### src/common/bp_io_pkg.sv
package bp_io_pkg;

  //////////////////////////////
  // address map
  //////////////////////////////

  localparam int BP_PADDR_WIDTH = 40;
  localparam int BP_DATA_WIDTH  = 64;

  // inbound device windows
  localparam logic [BP_PADDR_WIDTH-1:0] BP_CFG_BASE   = 40'h20_0000;
  localparam logic [BP_PADDR_WIDTH-1:0] BP_CLINT_BASE = 40'h30_0000;

  //////////////////////////////
  // message encodings
  //////////////////////////////

  // cached forms are handled as uncached
  typedef enum logic [1:0]
  {
    e_uc_rd = 2'b00,
    e_uc_wr = 2'b01,
    e_rd    = 2'b10,
    e_wr    = 2'b11
  } bp_msg_type_e;

  typedef enum logic [1:0]
  {
    e_size_1 = 2'b00,
    e_size_2 = 2'b01,
    e_size_4 = 2'b10,
    e_size_8 = 2'b11
  } bp_msg_size_e;

  //////////////////////////////
  // messages
  //////////////////////////////

  typedef struct packed
  {
    bp_msg_type_e              msg_type;
    bp_msg_size_e              size;
    logic [BP_PADDR_WIDTH-1:0] addr;
  } bp_io_header_s;

  typedef struct packed
  {
    bp_io_header_s            header;
    logic [BP_DATA_WIDTH-1:0] data;
  } bp_io_msg_s;

endpackage

### src/common/mc_net_pkg.sv
package mc_net_pkg;

  //////////////////////////////
  // mesh constants
  //////////////////////////////

  localparam int MC_DATA_WIDTH      = 32;
  // word address inside the target node
  localparam int MC_ADDR_WIDTH      = 28;
  localparam int MC_X_WIDTH         = 7;
  localparam int MC_POD_Y_WIDTH     = 4;
  localparam int MC_SUBCORD_Y_WIDTH = 3;
  localparam int MC_Y_WIDTH         = MC_POD_Y_WIDTH + MC_SUBCORD_Y_WIDTH;
  localparam int MC_TILE_ADDR_WIDTH = 18;

  // in-flight limit, sets the id width too
  localparam int MC_MAX_OUTSTANDING = 4;
  localparam int MC_ID_WIDTH        = 2;

  //////////////////////////////
  // encodings
  //////////////////////////////

  typedef enum logic
  {
    e_remote_load  = 1'b0,
    e_remote_store = 1'b1
  } mc_op_e;

  typedef enum logic [3:0]
  {
    e_dev_cfg   = 4'd0,
    e_dev_clint = 4'd1
  } mc_dev_e;

  //////////////////////////////
  // packets
  //////////////////////////////

  typedef struct packed
  {
    logic       is_byte;
    logic       is_hex;
    logic [1:0] part_sel;
  } mc_load_info_s;

  typedef struct packed
  {
    logic [MC_ADDR_WIDTH-1:0]   addr;
    mc_op_e                     op;
    logic [MC_ID_WIDTH-1:0]     reg_id;
    logic [MC_DATA_WIDTH-1:0]   payload;
    logic [MC_DATA_WIDTH/8-1:0] mask;
    mc_load_info_s              load_info;
    logic [MC_X_WIDTH-1:0]      src_x;
    logic [MC_Y_WIDTH-1:0]      src_y;
    logic [MC_X_WIDTH-1:0]      dst_x;
    logic [MC_Y_WIDTH-1:0]      dst_y;
  } mc_packet_s;

  typedef struct packed
  {
    logic [MC_ID_WIDTH-1:0]   reg_id;
    logic [MC_DATA_WIDTH-1:0] data;
  } mc_return_s;

  typedef struct packed
  {
    logic [MC_ADDR_WIDTH-1:0] addr;
    logic [MC_DATA_WIDTH-1:0] data;
    logic                     we;
  } mc_in_req_s;

  // low bits of an inbound request address
  typedef struct packed
  {
    mc_dev_e     dev;
    logic [11:0] addr;
  } mc_epa_s;

endpackage

### src/hw/bp_io_forwarder.sv
`timescale 1ns/1ps

module bp_io_forwarder
  (
    input  mc_net_pkg::mc_in_req_s               mc_in_i,
    input  logic                                 mc_in_v_i,
    output logic                                 mc_in_yumi_o,

    output bp_io_pkg::bp_io_msg_s                io_cmd_o,
    output logic                                 io_cmd_v_o,
    input  logic                                 io_cmd_yumi_i,

    input  bp_io_pkg::bp_io_msg_s                io_resp_i,
    input  logic                                 io_resp_v_i,

    output logic [mc_net_pkg::MC_DATA_WIDTH-1:0] mc_returning_data_o,
    output logic                                 mc_returning_v_o
  );

  mc_net_pkg::mc_epa_s                  epa;
  logic [bp_io_pkg::BP_PADDR_WIDTH-1:0] dev_base;

  //////////////////////////////
  // network request in
  //////////////////////////////

  assign epa      = mc_in_i.addr[$bits(mc_net_pkg::mc_epa_s)-1:0];
  // unknown devices fall back to cfg
  assign dev_base = (epa.dev == mc_net_pkg::e_dev_clint) ? bp_io_pkg::BP_CLINT_BASE
                                                         : bp_io_pkg::BP_CFG_BASE;

  always_comb
  begin
    io_cmd_o.header.msg_type = mc_in_i.we ? bp_io_pkg::e_uc_wr : bp_io_pkg::e_uc_rd;
    io_cmd_o.header.addr     = dev_base
                               + {{(bp_io_pkg::BP_PADDR_WIDTH - 12){1'b0}}, epa.addr};
    // 32-bit accesses only
    io_cmd_o.header.size     = bp_io_pkg::e_size_4;
    io_cmd_o.data            = {{(bp_io_pkg::BP_DATA_WIDTH - mc_net_pkg::MC_DATA_WIDTH){1'b0}},
                                mc_in_i.data};
  end

  // request waits while the processor stalls
  assign io_cmd_v_o   = mc_in_v_i;
  assign mc_in_yumi_o = io_cmd_yumi_i;

  //////////////////////////////
  // processor return out
  //////////////////////////////

  always_comb
  begin
    case (io_resp_i.header.size)
      bp_io_pkg::e_size_4: mc_returning_data_o = io_resp_i.data[31:0];
      bp_io_pkg::e_size_2: mc_returning_data_o = {16'h0, io_resp_i.data[15:0]};
      default:             mc_returning_data_o = {24'h0, io_resp_i.data[7:0]};
    endcase
  end

  assign mc_returning_v_o = io_resp_v_i;

endmodule

### src/hw/bp_mc_bridge.sv
`timescale 1ns/1ps

module bp_mc_bridge
  (
    input  logic                                clk_i,
    input  logic                                arst_n_i,

    input  bp_io_pkg::bp_io_msg_s               io_cmd_i,
    input  logic                                io_cmd_v_i,
    output logic                                io_cmd_ready_o,

    output bp_io_pkg::bp_io_msg_s               io_resp_o,
    output logic                                io_resp_v_o,
    input  logic                                io_resp_yumi_i,

    output mc_net_pkg::mc_packet_s              mc_out_o,
    output logic                                mc_out_v_o,
    input  logic                                mc_out_ready_i,

    input  mc_net_pkg::mc_return_s              mc_return_i,
    input  logic                                mc_return_v_i,

    input  mc_net_pkg::mc_in_req_s              mc_in_i,
    input  logic                                mc_in_v_i,
    output logic                                mc_in_yumi_o,

    output bp_io_pkg::bp_io_msg_s               io_cmd_o,
    output logic                                io_cmd_v_o,
    input  logic                                io_cmd_yumi_i,

    input  bp_io_pkg::bp_io_msg_s               io_resp_i,
    input  logic                                io_resp_v_i,

    output logic [mc_net_pkg::MC_DATA_WIDTH-1:0] mc_returning_data_o,
    output logic                                mc_returning_v_o,

    input  logic [mc_net_pkg::MC_X_WIDTH-1:0]   my_x_i,
    input  logic [mc_net_pkg::MC_Y_WIDTH-1:0]   my_y_i
  );

  // fifo head towards the tracker
  bp_io_pkg::bp_io_msg_s               head_msg;
  logic                                head_v;
  logic                                head_yumi;
  logic [mc_net_pkg::MC_ID_WIDTH-1:0]  trans_id;

  //////////////////////////////
  // outbound path
  //////////////////////////////

  cmd_fifo i_cmd_fifo
  (
    .clk_i    (clk_i),
    .arst_n_i (arst_n_i),
    .data_i   (io_cmd_i),
    .v_i      (io_cmd_v_i),
    .ready_o  (io_cmd_ready_o),
    .data_o   (head_msg),
    .v_o      (head_v),
    .yumi_i   (head_yumi)
  );

  trans_tracker i_trans_tracker
  (
    .clk_i          (clk_i),
    .arst_n_i       (arst_n_i),
    .cmd_v_i        (head_v),
    .cmd_header_i   (head_msg.header),
    .mc_out_ready_i (mc_out_ready_i),
    .mc_return_v_i  (mc_return_v_i),
    .mc_return_i    (mc_return_i),
    .io_resp_yumi_i (io_resp_yumi_i),
    .cmd_yumi_o     (head_yumi),
    .mc_out_v_o     (mc_out_v_o),
    .trans_id_o     (trans_id),
    .io_resp_o      (io_resp_o),
    .io_resp_v_o    (io_resp_v_o)
  );

  mc_packet_former i_mc_packet_former
  (
    .cmd_i      (head_msg),
    .trans_id_i (trans_id),
    .my_x_i     (my_x_i),
    .my_y_i     (my_y_i),
    .packet_o   (mc_out_o)
  );

  //////////////////////////////
  // inbound path
  //////////////////////////////

  bp_io_forwarder i_bp_io_forwarder
  (
    .mc_in_i             (mc_in_i),
    .mc_in_v_i           (mc_in_v_i),
    .io_cmd_yumi_i       (io_cmd_yumi_i),
    .io_resp_i           (io_resp_i),
    .io_resp_v_i         (io_resp_v_i),
    .mc_in_yumi_o        (mc_in_yumi_o),
    .io_cmd_o            (io_cmd_o),
    .io_cmd_v_o          (io_cmd_v_o),
    .mc_returning_data_o (mc_returning_data_o),
    .mc_returning_v_o    (mc_returning_v_o)
  );

endmodule

### src/hw/outbound/cmd_fifo.sv
`timescale 1ns/1ps

module cmd_fifo
  (
    input  logic                  clk_i,
    input  logic                  arst_n_i,

    input  bp_io_pkg::bp_io_msg_s data_i,
    input  logic                  v_i,
    output logic                  ready_o,

    output bp_io_pkg::bp_io_msg_s data_o,
    output logic                  v_o,
    input  logic                  yumi_i
  );

  // storage, one slot per outstanding command
  bp_io_pkg::bp_io_msg_s mem_r [mc_net_pkg::MC_MAX_OUTSTANDING];

  logic [$clog2(mc_net_pkg::MC_MAX_OUTSTANDING)-1:0] wr_ptr_r;
  logic [$clog2(mc_net_pkg::MC_MAX_OUTSTANDING)-1:0] rd_ptr_r;
  logic [$clog2(mc_net_pkg::MC_MAX_OUTSTANDING):0]   count_r;

  logic push;
  logic pop;

  assign ready_o = (count_r != mc_net_pkg::MC_MAX_OUTSTANDING);
  assign v_o     = (count_r != '0);
  assign data_o  = mem_r[rd_ptr_r];

  assign push = v_i & ready_o;
  assign pop  = yumi_i & v_o;

  always_ff @(posedge clk_i)
  begin
    if (push)
      mem_r[wr_ptr_r] <= data_i;
  end

  // depth is a power of two, pointers wrap on their own
  always_ff @(posedge clk_i or negedge arst_n_i)
  begin
    if (!arst_n_i)
    begin
      wr_ptr_r <= '0;
      rd_ptr_r <= '0;
      count_r  <= '0;
    end
    else
    begin
      if (push)
        wr_ptr_r <= wr_ptr_r + 1'b1;
      if (pop)
        rd_ptr_r <= rd_ptr_r + 1'b1;
      if (push && !pop)
        count_r <= count_r + 1'b1;
      else if (pop && !push)
        count_r <= count_r - 1'b1;
    end
  end

endmodule

### src/hw/outbound/mc_packet_former.sv
`timescale 1ns/1ps

module mc_packet_former
  (
    input  bp_io_pkg::bp_io_msg_s               cmd_i,
    input  logic [mc_net_pkg::MC_ID_WIDTH-1:0]  trans_id_i,
    input  logic [mc_net_pkg::MC_X_WIDTH-1:0]   my_x_i,
    input  logic [mc_net_pkg::MC_Y_WIDTH-1:0]   my_y_i,
    output mc_net_pkg::mc_packet_s              packet_o
  );

  logic [bp_io_pkg::BP_PADDR_WIDTH-1:0] addr;
  logic [1:0]                           region;

  logic [mc_net_pkg::MC_ADDR_WIDTH-1:0]      tile_addr;
  logic [mc_net_pkg::MC_X_WIDTH-1:0]         tile_x;
  logic [mc_net_pkg::MC_Y_WIDTH-1:0]         tile_y;

  logic [mc_net_pkg::MC_ADDR_WIDTH-1:0]      vc_addr;
  logic [mc_net_pkg::MC_X_WIDTH-1:0]         vc_x;
  logic [mc_net_pkg::MC_POD_Y_WIDTH-1:0]     vc_pod_y;
  logic [mc_net_pkg::MC_SUBCORD_Y_WIDTH-1:0] vc_sub_y;

  logic [3:0]                                mask_base;

  assign addr   = cmd_i.header.addr;
  assign region = addr[bp_io_pkg::BP_PADDR_WIDTH-1 -: 2];

  //////////////////////////////
  // tile fields
  //////////////////////////////

  assign tile_addr = {{(mc_net_pkg::MC_ADDR_WIDTH - mc_net_pkg::MC_TILE_ADDR_WIDTH){1'b0}},
                      addr[2 +: mc_net_pkg::MC_TILE_ADDR_WIDTH]};
  assign tile_x    = addr[2 + mc_net_pkg::MC_TILE_ADDR_WIDTH +: mc_net_pkg::MC_X_WIDTH];
  assign tile_y    = addr[2 + mc_net_pkg::MC_TILE_ADDR_WIDTH + mc_net_pkg::MC_X_WIDTH
                          +: mc_net_pkg::MC_Y_WIDTH];

  //////////////////////////////
  // vcache fields
  //////////////////////////////

  // also the host epa
  assign vc_addr  = addr[2 +: mc_net_pkg::MC_ADDR_WIDTH];
  assign vc_x     = addr[2 + mc_net_pkg::MC_ADDR_WIDTH +: mc_net_pkg::MC_X_WIDTH];
  // vcache pods sit on even pod rows, 0 or 2
  assign vc_pod_y = {{(mc_net_pkg::MC_POD_Y_WIDTH - 2){1'b0}},
                     addr[2 + mc_net_pkg::MC_ADDR_WIDTH + mc_net_pkg::MC_X_WIDTH], 1'b0};
  // north row of pod 0 is the bottom edge
  assign vc_sub_y = (vc_pod_y == '0) ? '1 : '0;

  always_comb
  begin
    case (cmd_i.header.size)
      bp_io_pkg::e_size_1: mask_base = 4'h1;
      bp_io_pkg::e_size_2: mask_base = 4'h3;
      default:             mask_base = 4'hf;
    endcase
  end

  always_comb
  begin
    packet_o        = '0;
    packet_o.src_x  = my_x_i;
    packet_o.src_y  = my_y_i;
    packet_o.reg_id = trans_id_i;

    if (region == 2'b11)
    begin
      packet_o.addr  = tile_addr;
      packet_o.dst_x = tile_x;
      packet_o.dst_y = tile_y;
    end
    else if (region == 2'b10)
    begin
      packet_o.addr  = vc_addr;
      packet_o.dst_x = vc_x;
      packet_o.dst_y = {vc_pod_y, vc_sub_y};
    end
    else
    begin
      // host sits right above this link
      packet_o.addr  = vc_addr;
      packet_o.dst_x = '0;
      packet_o.dst_y = my_y_i - 1'b1;
    end

    case (cmd_i.header.msg_type)
      bp_io_pkg::e_uc_rd, bp_io_pkg::e_rd:
      begin
        packet_o.op                 = mc_net_pkg::e_remote_load;
        packet_o.load_info.is_byte  = (cmd_i.header.size == bp_io_pkg::e_size_1);
        packet_o.load_info.is_hex   = (cmd_i.header.size == bp_io_pkg::e_size_2);
        packet_o.load_info.part_sel = addr[1:0];
      end
      default:
      begin
        packet_o.op      = mc_net_pkg::e_remote_store;
        packet_o.payload = cmd_i.data[mc_net_pkg::MC_DATA_WIDTH-1:0];
        packet_o.mask    = mask_base << addr[1:0];
      end
    endcase
  end

endmodule

### src/hw/outbound/trans_tracker.sv
`timescale 1ns/1ps

module trans_tracker
  (
    input  logic                                clk_i,
    input  logic                                arst_n_i,

    input  logic                                cmd_v_i,
    input  bp_io_pkg::bp_io_header_s            cmd_header_i,
    output logic                                cmd_yumi_o,

    output logic                                mc_out_v_o,
    input  logic                                mc_out_ready_i,
    output logic [mc_net_pkg::MC_ID_WIDTH-1:0]  trans_id_o,

    input  logic                                mc_return_v_i,
    input  mc_net_pkg::mc_return_s              mc_return_i,

    output bp_io_pkg::bp_io_msg_s               io_resp_o,
    output logic                                io_resp_v_o,
    input  logic                                io_resp_yumi_i
  );

  logic [mc_net_pkg::MC_ID_WIDTH-1:0] alloc_ptr_r;
  logic [mc_net_pkg::MC_ID_WIDTH-1:0] deq_ptr_r;
  logic [mc_net_pkg::MC_ID_WIDTH:0]   count_r;
  logic [mc_net_pkg::MC_MAX_OUTSTANDING-1:0] filled_r;

  // per-id copies of the issued header and the returned word
  bp_io_pkg::bp_io_header_s          header_r [mc_net_pkg::MC_MAX_OUTSTANDING];
  logic [mc_net_pkg::MC_DATA_WIDTH-1:0] data_r [mc_net_pkg::MC_MAX_OUTSTANDING];

  logic id_free;
  logic issue;
  logic deq;

  //////////////////////////////
  // issue side
  //////////////////////////////

  assign id_free    = (count_r != mc_net_pkg::MC_MAX_OUTSTANDING);
  assign mc_out_v_o = cmd_v_i & id_free;
  assign issue      = mc_out_v_o & mc_out_ready_i;
  assign cmd_yumi_o = issue;
  assign trans_id_o = alloc_ptr_r;

  //////////////////////////////
  // response side
  //////////////////////////////

  // only the oldest id may leave
  assign io_resp_v_o      = filled_r[deq_ptr_r];
  assign io_resp_o.header = header_r[deq_ptr_r];
  assign io_resp_o.data   = {{(bp_io_pkg::BP_DATA_WIDTH - mc_net_pkg::MC_DATA_WIDTH){1'b0}},
                             data_r[deq_ptr_r]};
  assign deq              = io_resp_v_o & io_resp_yumi_i;

  always_ff @(posedge clk_i)
  begin
    if (issue)
      header_r[alloc_ptr_r] <= cmd_header_i;
    if (mc_return_v_i)
      data_r[mc_return_i.reg_id] <= mc_return_i.data;
  end

  always_ff @(posedge clk_i or negedge arst_n_i)
  begin
    if (!arst_n_i)
    begin
      alloc_ptr_r <= '0;
      deq_ptr_r   <= '0;
      count_r     <= '0;
      filled_r    <= '0;
    end
    else
    begin
      if (issue)
        alloc_ptr_r <= alloc_ptr_r + 1'b1;
      if (deq)
        deq_ptr_r <= deq_ptr_r + 1'b1;

      if (issue && !deq)
        count_r <= count_r + 1'b1;
      else if (deq && !issue)
        count_r <= count_r - 1'b1;

      // a return never targets the id being drained
      if (deq)
        filled_r[deq_ptr_r] <= 1'b0;
      if (mc_return_v_i)
        filled_r[mc_return_i.reg_id] <= 1'b1;
    end
  end

endmodule

### config.mk
export PLATFORM = sky130hd
export DESIGN_NAME = bp_mc_bridge
export DESIGN_NICKNAME = d
export VERILOG_FILES = /design/src/common/bp_io_pkg.sv /design/src/common/mc_net_pkg.sv /design/src/hw/bp_io_forwarder.sv /design/src/hw/bp_mc_bridge.sv /design/src/hw/outbound/cmd_fifo.sv /design/src/hw/outbound/mc_packet_former.sv /design/src/hw/outbound/trans_tracker.sv
export SDC_FILE = /design/constraint.sdc
export NUM_CORES = 1
export LEC_CHECK = 0
export ABC_AREA = 1
export ABC_CLOCK_PERIOD_IN_PS = 5500
export BUFFER_PORTS_ARGS = -buffer_cell sky130_fd_sc_hd__buf_4
export CORE_MARGIN = 5
export CORE_UTILIZATION = 33
export DETAILED_ROUTE_END_ITERATION = 8
export GPL_TIMING_DRIVEN = 0
export PLACE_DENSITY = 0.52
export SYNTH_ARGS = -nofsm -noshare
export SYNTH_HDL_FRONTEND = slang
export SYNTH_SLANG_ARGS = --single-unit
export TNS_END_PERCENT = 1
### constraint.sdc
create_clock -name clk_i -period 5.5 [get_ports clk_i]
set_input_delay 0.275 -clock clk_i [delete_from_list [all_inputs] [get_ports clk_i]]
set_output_delay 0.275 -clock clk_i [all_outputs]
set_load 0.1 [all_outputs]
==> reports/results.tsv, run 1 <==
metric	value	unit
hold depth	2	
number of global-route vias before repair	18029	
GRT Total Usage	0.1842	
syn avg cell area	12.63	um2
# port buffers	411	
R2R setup slack	2.74	ns
pre-CTS WS	2.389	ns
relative slew slack	0.3097	
Layout Nets	3128	
Synth-to-Final Area Change	33.48	%
ys flop type	edfxtp_1	
share of post-route cells with drive strength above 1	0.2837	
Routed Antenna Nets	0	
Reg-to-Reg End	i_trans_tracker.header_r[2][12]	
top-count cell post-synth	edfxtp_1	
FF+latch area	0.01871	mm2
area of the multi-input gates	0.005376	mm2
Synth Instances	2059	
final count of pins violating max slew	0	
EDFF count, synth	608	
crit share post-route	0.6730	
CTS Hold Bufs	109	
min-delay src	mc_return_i[33]	
pin count of the biggest net entering global routing	28	
initial core utilization	0.3309	
Crit Path Max Fanout	10	
Reg clk slew, reported paths	0.06	ns
top post-synthesis cells by count	edfxtp_1, nor2_1, o21ai_0, buf_4, nand2_1	
largest cells by area after synthesis	edfxtp_1, buf_4, o21ai_0	
share of Yosys cell area claimed by the top area cell type	0.7019	
register bit total from synthesis	626	
gr ovfl total	0	
sink of the worst hold path	i_trans_tracker.data_r[0][23]	
Slew @ Worst Pin	1.035	ns
die width	290.8	um
die area	0.08454	mm2
worst min path class	in -> reg	
Final Hold Viols	0	
gpl congestion	0.8394	
I/O pins	687	
post-CTS setup buffer count	0	
Final Util	0.4417	
WL final	81.39	mm
CTS Buf Count	71	
TritonCTS Sinks	626	
sequential area share after synthesis	0.7192	
post_cts resized	0	
site row count	103	
initial antenna violation count	9	
status	complete, no violations	
Crit path required time	5.22	ns
fmax	270.2	MHz
vias	18061	
Detailed Place HPWL	57.62	mm
wire per inst	20.93	um
Crit Path Class	reg -> out	
final critical-path setup slack	1.799	ns
total core area	0.07861	mm2
global-route wire length before repair	118.7	mm
RSZ-0062 raised after global routing	false	
asr flop ratio synth	0.02875	
vias per cell	4.644	
Startpoint Class	register	
Distinct cells, synth	32	
final setup violation count	0	
worst r2r path cells	5	
Clk Latency, worst-skew pair	0.60	ns
Max-Cap Viols	0	
cell taking the most area after synthesis	edfxtp_1	
synthesized area	0.02601	mm2
Root Buffer	clkbuf_16	
fillcell total	7265	
drt drc	0	
1st-iter DRT viols	1170	
R2R Path Start	i_trans_tracker.count_r[0]	
First-pass DRT Iterations	7	
CTS max path bufs	3	
CP Capture Type	primary output	
hold_ws	0.06147	ns
CTS tree	built	
Critical Path AT	3.43	ns
fin crit period	3.701	ns
synth warn	0	
Die Y	290.8	um
clock skew	0.02571	ns
H-tree levels	3	
==> worst max-delay path, stage by stage, from the launching register on <==
cell,delay (ns)
dfrtp_1,0.37
buf_4,0.22
buf_6,0.18
clkbuf_1,0.50
o21ai_0,0.20
o22ai_1,0.82
buf_4,0.24
buf_4,0.28
==> placed cells by master, fill, tap and decap left out, drive strengths merged <==
| cell | count |
|---|---|
| and2 | 1 |
| buf | 678 |
| xnor2 | 4 |
| nor3 | 7 |
| ha | 17 |
| clkbuf | 142 |
| bufinv | 7 |
| edfxtp | 608 |
| a21oi | 18 |
| xor2 | 8 |
| nor2 | 311 |
| diode | 9 |
| conb | 94 |
| nor3b | 8 |
| o22ai | 134 |
| fa | 2 |
| dlygate4sd3 | 109 |
| nand3 | 34 |
| dfrtp | 18 |
| o21ai | 295 |
| o211ai | 1 |
| nand2 | 181 |
| mux2 | 1 |
| inv | 119 |
| clkinv | 28 |
| nor4b | 1 |
| clkinvlp | 4 |
==> worst max-delay path by stage <==
stage	to	cells after the start	from
global route	mc_out_o[71]	7	i_cmd_fifo.rd_ptr_r[0]
global placement	i_cmd_fifo.mem_r[2][89]	4	i_cmd_fifo.count_r[0]
CTS	mc_out_o[71]	7	i_cmd_fifo.rd_ptr_r[0]
floorplan	i_cmd_fifo.mem_r[0][0]	4	i_cmd_fifo.count_r[1]
finish	mc_out_o[71]	7	i_cmd_fifo.rd_ptr_r[0]
detailed placement	mc_out_o[71]	7	i_cmd_fifo.rd_ptr_r[0]
==> state kept, by name, summed over array words and instances, names as in the netlist <==
register / count
i_trans_tracker.filled_r: 4
i_cmd_fifo.wr_ptr_r: 2
i_cmd_fifo.rd_ptr_r: 2
i_trans_tracker.data_r: 128
i_trans_tracker.header_r: 176
i_trans_tracker.deq_ptr_r: 2
i_cmd_fifo.count_r: 3
i_trans_tracker.trans_id_o: 2
i_trans_tracker.count_r: 3
i_cmd_fifo.mem_r: 304
==> cell type report <==
cell class              instances  area share
plain buffers                 292     0.05514
repair buffers                551      0.1347
well taps                    1050     0.03784
inverters                     116     0.01261
flip-flops and latches        626      0.5388
multi-input cells            1117      0.1548
diodes                          9   0.0006486
clock inverters                42     0.01196
clock buffers                  86     0.05341
==> through the flow <==
step	setup TNS, ns	cells	area (um2)
after floorplan	0	2151	26360
after global placement	-647.22	3612	30760
after detailed placement	0	3643	31340
after CTS	0	3880	34700
after global routing	0	3883	34710
final	0	3889	34720
==> metal layers <==
layer	part of all wire	up-vias	global-route usage
met5	0.00042	-	0
met4	0.018	6	0.04477
met3	0.070	104	0.03928
met2	0.48	661	0.3067
met1	0.43	8811	0.2484
li1	-	8479	-
==> cell families (layout without fill, tap and decap cells) <==
| kind of cell | after synthesis | in the layout | synth area share |
|---|---|---|---|
| and+or+nand+nor | 543 | 543 | 0.08264 |
| adders and majority gates | 19 | 19 | 0.009717 |
| muxes | 1 | 1 | 0.0004329 |
| other | 2 | 103 | 0.0002887 |
| xor gates and xnor gates | 12 | 12 | 0.004041 |
| DFF | 626 | 626 | 0.7192 |
| AOI/OAI and AO/OA | 448 | 448 | 0.09322 |
| buffers and inverters | 408 | 1087 | 0.09043 |
Power of run 1 is left out: the tool's default activity adds up to more than one toggle a clock period on the data nets, which glitch-free logic cannot reach.
==> run 2, diff against run 1 <==
--- a/config.mk
+++ b/config.mk
@@ -6,13 +6,13 @@
 export NUM_CORES = 1
 export LEC_CHECK = 0
 export ABC_AREA = 1
-export ABC_CLOCK_PERIOD_IN_PS = 5500
+export ABC_CLOCK_PERIOD_IN_PS = 3000
 export BUFFER_PORTS_ARGS = -buffer_cell sky130_fd_sc_hd__buf_4
 export CORE_MARGIN = 5
 export CORE_UTILIZATION = 33
 export DETAILED_ROUTE_END_ITERATION = 8
 export GPL_TIMING_DRIVEN = 0
-export PLACE_DENSITY = 0.52
+export PLACE_DENSITY = 0.54
 export SYNTH_ARGS = -nofsm -noshare
 export SYNTH_HDL_FRONTEND = slang
 export SYNTH_SLANG_ARGS = --single-unit
==> constraint.sdc (replaced) <==
create_clock -name clk_i -period 3 [get_ports clk_i]
set_input_delay 0.15 -clock clk_i [delete_from_list [all_inputs] [get_ports clk_i]]
set_output_delay 0.15 -clock clk_i [all_outputs]
set_load 0.1 [all_outputs]
==> run 2 against run 1 <==
Die area unchanged. Register-to-register slack worse by 2.5 ns. Clock skew down 0.0023 ns.
==> reports/results.tsv, run 2 (same netlist as run 1, synthesis figures left out) <==
metric	value	unit	change
die width	290.8	um	unchanged
FF+latch area	0.01871	mm2	unchanged
worst r2r path cells	5		unchanged
gpl congestion	0.8179		-2.6%
1st-iter DRT viols	1144		-2.2%
Startpoint Class	register		
placed cells	3644		+0.027%
R2R setup slack	0.25	ns	-2.49 ns
Detailed Place HPWL	56.86	mm	-1.3%
Routed Antenna Nets	0		unchanged
Final Hold Viols	0		unchanged
fmax	339.6	MHz	
initial antenna violation count	11		+2
commonest non-fill, non-tap cell in the layout	edfxtp_1		
CTS Buf Count	69		-2.8%
CP peak stage delay	0.41	ns	-0.41 ns
relative slew slack	0.3836		+0.07389
area of the multi-input gates	0.005639	mm2	+4.9%
die area	0.08454	mm2	unchanged
First-pass DRT Iterations	5		-2
Crit path required time	2.85	ns	-2.37 ns
Reg-to-Reg End	i_trans_tracker.header_r[2][19]		
I/O pins	687		unchanged
CP Capture Type	primary output		
CTS tree	built		
initial core utilization	0.3309		unchanged
R2R Path Start	i_trans_tracker.count_r[0]		
wire per inst	20.60	um	-1.6%
final count of pins violating max slew	0		unchanged
post-CTS setup buffer count	0		unchanged
worst min path class	in -> async		
site row count	103		unchanged
Slew @ Worst Pin	0.9196	ns	-0.1158 ns
H-tree levels	3		unchanged
commonest cells after routing, fill and taps aside	edfxtp_1, buf_4, nor2_1		
Crit Path Max Fanout	10		unchanged
WL final	79.98	mm	-1.7%
clock skew	0.02340	ns	-0.002314 ns
Max-Cap Viols	0		unchanged
Sum Neg Setup Slack	0	ns	unchanged
crit path cell chain	inv_2 -> buf_6 -> buf_2 -> buf_4 -> nor2_1 -> o22ai_4 -> buf_4 -> buf_4		
WP buf/inv	6		+1
Placed Area	0.03137	mm2	+0.11%
# port buffers	411		unchanged
status	complete, no violations		
Crit Path Class	reg -> out		
share of post-route cells with drive strength above 1	0.3022		+0.01848
Root Buffer	clkbuf_16		
fin crit period	2.945	ns	
CTS max path bufs	3		unchanged
GRT Total Usage	0.1814		-0.002804
critical path's slowest cell	dfrtp_1		
Synth-to-Final Area Change	34.86	%	
Largest register FFs	304		unchanged
Layout Nets	3131		+0.096%
critical path's most frequent cell	buf_4		
final setup violation count	0		unchanged
TritonCTS Sinks	626		unchanged
total core area	0.07861	mm2	unchanged
number of global-route vias before repair	18321		+1.6%
Final Util	0.4462		+0.004568
Clk Latency, worst-skew pair	0.61	ns	about the same
fin area	0.03508	mm2	+1.0%
Critical Path AT	2.79	ns	-0.64 ns
largest reg by FF count	i_cmd_fifo.mem_r		
Finished Layout Cells	3883		-0.15%
vias	18111		+0.28%
Reg clk slew, reported paths	0.06	ns	about the same
drt drc	0		unchanged
pin count of the biggest net entering global routing	26		-7.1%
crit share post-route	0.9816		
global-route wire length before repair	118.1	mm	-0.47%
Die Y	290.8	um	unchanged
largest registers	i_cmd_fifo.mem_r x304, i_trans_tracker.header_r x176, i_trans_tracker.data_r x128		
vias per cell	4.664		+0.43%
gr ovfl total	0		unchanged
Top delay family on crit path	buffers and inverters		
RSZ-0062 raised after global routing	true		
fillcell total	7268		+0.041%
==> run 2: routing by layer <==
layer | vias up | share of wire | GRT usage
met5 | - | 0.00086 | 0
met4 | 12 | 0.020 | 0.04767
met3 | 113 | 0.071 | 0.04035
met2 | 681 | 0.48 | 0.3000
met1 | 8836 | 0.43 | 0.2437
li1 | 8469 | - | -
==> run 2: worst max-delay path by stage <==
stage                                       start                         endpoint  slack (ns)  depth (start not counted)
floorplan           i_trans_tracker.trans_id_o[1]   i_trans_tracker.header_r[2][0]       -0.55                          3
global placement       i_trans_tracker.count_r[0]  i_trans_tracker.header_r[0][25]       -2.28                          4
detailed placement         i_cmd_fifo.rd_ptr_r[0]                     mc_out_o[72]        0.09                          7
CTS                        i_cmd_fifo.rd_ptr_r[0]                     mc_out_o[88]       -0.04                          8
global route         i_trans_tracker.deq_ptr_r[1]                    io_resp_o[64]       -0.16                          5
finish                     i_cmd_fifo.rd_ptr_r[0]                     mc_out_o[72]        0.06                          8
==> run 2: worst register-to-register path: stages (launching register included) <==
cell	delay (ns)
dfrtp_1	0.42
nor2_1	0.07
nand2_1	0.12
nand3_1	0.59
nor2_4	0.93
buf_12	0.31
==> run 2: cell type report <==
| cell class | instances | area share |
|---|---|---|
| Antenna cell | 4 | 0.0002853 |
| Clock buffer | 84 | 0.05143 |
| Inverter | 116 | 0.01280 |
| Multi-Input combinational cell | 1117 | 0.1608 |
| Sequential cell | 626 | 0.5333 |
| Tap cell | 1050 | 0.03745 |
| Buffer | 292 | 0.05585 |
| Timing Repair Buffer | 556 | 0.1370 |
| Clock inverter | 38 | 0.01116 |
==> run 2: through the flow <==
step           hold WS (ns)  setup slack (ns)
2_1_floorplan       -0.1456           -0.5530
3_3_place_gp        0.09173            -2.278
3_5_place_dp        0.09340           0.08619
4_1_cts             0.04103          -0.03810
5_1_grt             0.06936           -0.1562
6_report            0.05746           0.05528
==> run 2: repair_timing <==
item                                    4_1_cts  5_1_grt
pin swaps                                     2        1
hold endpoints to repair                    471        0
gates resized for setup                      56       44
hold buffers                                113        0
endpoints found under the setup margin       52       56
Power of run 2 is left out for the same reason.
==> run 3, diff against run 2 <==
--- a/config.mk
+++ b/config.mk
@@ -8,11 +8,13 @@
 export ABC_AREA = 1
 export ABC_CLOCK_PERIOD_IN_PS = 3000
 export BUFFER_PORTS_ARGS = -buffer_cell sky130_fd_sc_hd__buf_4
+export CELL_PAD_IN_SITES_DETAIL_PLACEMENT = 1
+export CELL_PAD_IN_SITES_GLOBAL_PLACEMENT = 2
 export CORE_MARGIN = 5
-export CORE_UTILIZATION = 33
+export CORE_UTILIZATION = 31
 export DETAILED_ROUTE_END_ITERATION = 8
 export GPL_TIMING_DRIVEN = 0
-export PLACE_DENSITY = 0.54
+export PLACE_DENSITY = 0.74
 export SYNTH_ARGS = -nofsm -noshare
 export SYNTH_HDL_FRONTEND = slang
 export SYNTH_SLANG_ARGS = --single-unit
==> run 3 against run 2 <==
Routed wire length grew 8.7%. Largest cell class unchanged. Highest routed layer unchanged. Setup slack lost 0.013 ns. Final cell count is 1.2% higher. Maximum frequency down 0.43%. Sequential share of layout area fell by 0.29 points.
==> reports/results.tsv, run 3 (same netlist as run 1, synthesis figures left out) <==
metric	value	unit	change
global-route wire length before repair	125.9	mm	+6.6%
site row count	106		+2.9%
gpl congestion	0.7838		-4.2%
status	complete, no violations		
Clk Latency, worst-skew pair	0.62	ns	about the same
1st-iter DRT viols	1020		-11%
Crit Path Max Fanout	10		unchanged
GRT Total Usage	0.1843		+0.002959
Final Hold Viols	0		unchanged
Routed Antenna Nets	0		unchanged
share of post-route cells with drive strength above 1	0.3056		+0.003378
First-pass DRT Iterations	5		unchanged
total core area	0.08342	mm2	+6.1%
vias	18574		+2.6%
fin crit period	2.958	ns	+0.01280 ns
Root Buffer	clkbuf_16		
CTS tree	built		
RSZ-0062 raised after global routing	true		
vias per cell	4.725		+1.3%
H-tree levels	3		unchanged
# port buffers	411		unchanged
Die Y	299.7	um	+3.1%
Max-Cap Viols	0		unchanged
fmax	338.1	MHz	-0.43%
critical path's slowest cell	dfrtp_1		
commonest non-fill, non-tap cell in the layout	buf_4		
wire per inst	22.12	um	+7.4%
fillcell total	8783		+21%
critical path's most frequent cell	buf_2		
CP Capture Type	primary output		
Critical Path AT	2.81	ns	+0.02 ns
Detailed Place HPWL	63.03	mm	+11%
CTS max path bufs	3		unchanged
Crit Path Class	reg -> out		
largest registers	i_cmd_fifo.mem_r x304, i_trans_tracker.header_r x176, i_trans_tracker.data_r x128		
initial core utilization	0.3118		-0.01908
worst min path class	in -> async		
Startpoint Class	register		
number of global-route vias before repair	19678		+7.4%
die area	0.08980	mm2	+6.2%
CP peak stage delay	0.41	ns	about the same
clock skew	0.04874	ns	+0.02534 ns
Placed Area	0.03153	mm2	+0.51%
TritonCTS Sinks	626		unchanged
Reg clk slew, reported paths	0.06	ns	about the same
fin area	0.03527	mm2	+0.54%
final setup violation count	0		unchanged
Layout Nets	3138		+0.22%
relative slew slack	0.3559		-0.02771
I/O pins	687		unchanged
gr ovfl total	0		unchanged
commonest cells after routing, fill and taps aside	buf_4, edfxtp_1, nor2_1		
pin count of the biggest net entering global routing	27		+3.8%
largest reg by FF count	i_cmd_fifo.mem_r		
die width	299.7	um	+3.1%
Synth-to-Final Area Change	35.60	%	
crit share post-route	0.9858		+0.004267
WL final	86.95	mm	+8.7%
Largest register FFs	304		unchanged
initial antenna violation count	18		+7
crit path cell chain	buf_4 -> buf_2 -> buf_2 -> o21ai_0 -> o22ai_1 -> buf_6		
final count of pins violating max slew	0		unchanged
Slew @ Worst Pin	0.9634	ns	+0.04388 ns
drt drc	0		unchanged
Crit path required time	2.85	ns	about the same
CTS Buf Count	72		+4.3%
[run 3: cell types whose count changed in the layout (fill, tap and decap cells not counted), sizes merged]
cell         change
clkinv           +4
buf              -3
diode           +10
clkbuf          +10
clkinvlp         -1
dlygate4sd3      -1
bufinv           -1
[run 3: final timing paths]
kind                                              start                               to  slack (ns)  depth (start not counted)
min reg2reg                  i_trans_tracker.count_r[2]       i_trans_tracker.count_r[2]        0.49                          1
min                                            arst_n_i           i_cmd_fifo.rd_ptr_r[1]        0.03                          3
max reg2reg                       i_cmd_fifo.count_r[0]  i_trans_tracker.header_r[0][36]        0.17                          5
min in group clk_i                        mc_return_v_i     i_trans_tracker.data_r[2][1]        0.12                          3
max                        i_trans_tracker.deq_ptr_r[0]                   io_resp_o[101]        0.04                          6
max in group asynchronous                      arst_n_i           i_cmd_fifo.rd_ptr_r[0]        2.80                          3
[run 3: metal layers]
metal  track usage  vias to the layer above  wire, um
met5             0                        -        55
met2        0.3200                      585     42940
li1              -                     8505         -
met3       0.04367                      146      5852
met1        0.2310                     9330     35820
met4       0.05221                        8      2283
[run 3: cell type report]
type                            instances  area [um2]  area share
Antenna cell                           14       35.03   0.0009933
Multi-Input combinational cell       1117        5565      0.1578
Clock buffer                           86        1918     0.05438
Tap cell                             1080        1351     0.03831
Buffer                                292        1982     0.05619
Inverter                              116       445.4     0.01263
Clock inverter                         40       351.6    0.009968
Sequential cell                       626       18710      0.5304
Timing Repair Buffer                  560        4913      0.1393
[run 3: worst max-delay path: cells and delay by family (launching register included)]
kind	cells	cell delay [ns]
AO/OA/AOI/OAI	2	0.53
buffers and inverters	4	1.25
flip-flops	1	0.41
[run 3: per-stage QoR]
step / utilization / worst slack (ns) / hold WS (ns) / cells / TNS, ns
after detailed placement: 0.3780 / 0.07787 / 0.06728 / 3677 / 0
final: 0.4228 / 0.04248 / 0.02593 / 3931 / 0
after global placement: 0.3695 / -2.484 / 0.06181 / 3642 / -841.38
after CTS: 0.4217 / -0.04249 / 0.008469 / 3916 / -0.08227
after floorplan: - / -0.5530 / -0.1456 / 2151 / -95.64
after global routing: 0.4225 / -0.07703 / 0.02271 / 3923 / -0.4539
[run 3: what timing repair did]
| item | CTS | global route |
|---|---|---|
| endpoints found under the setup margin | 59 | 45 |
| pin swaps | 0 | 2 |
| gates cloned | 0 | 0 |
| resized for setup | 65 | 23 |
| endpoints found under the hold margin | 471 | 0 |
| hold buffers | 113 | 0 |
| setup buffers | 0 | 1 |
Power of run 3 is left out for the same reason.
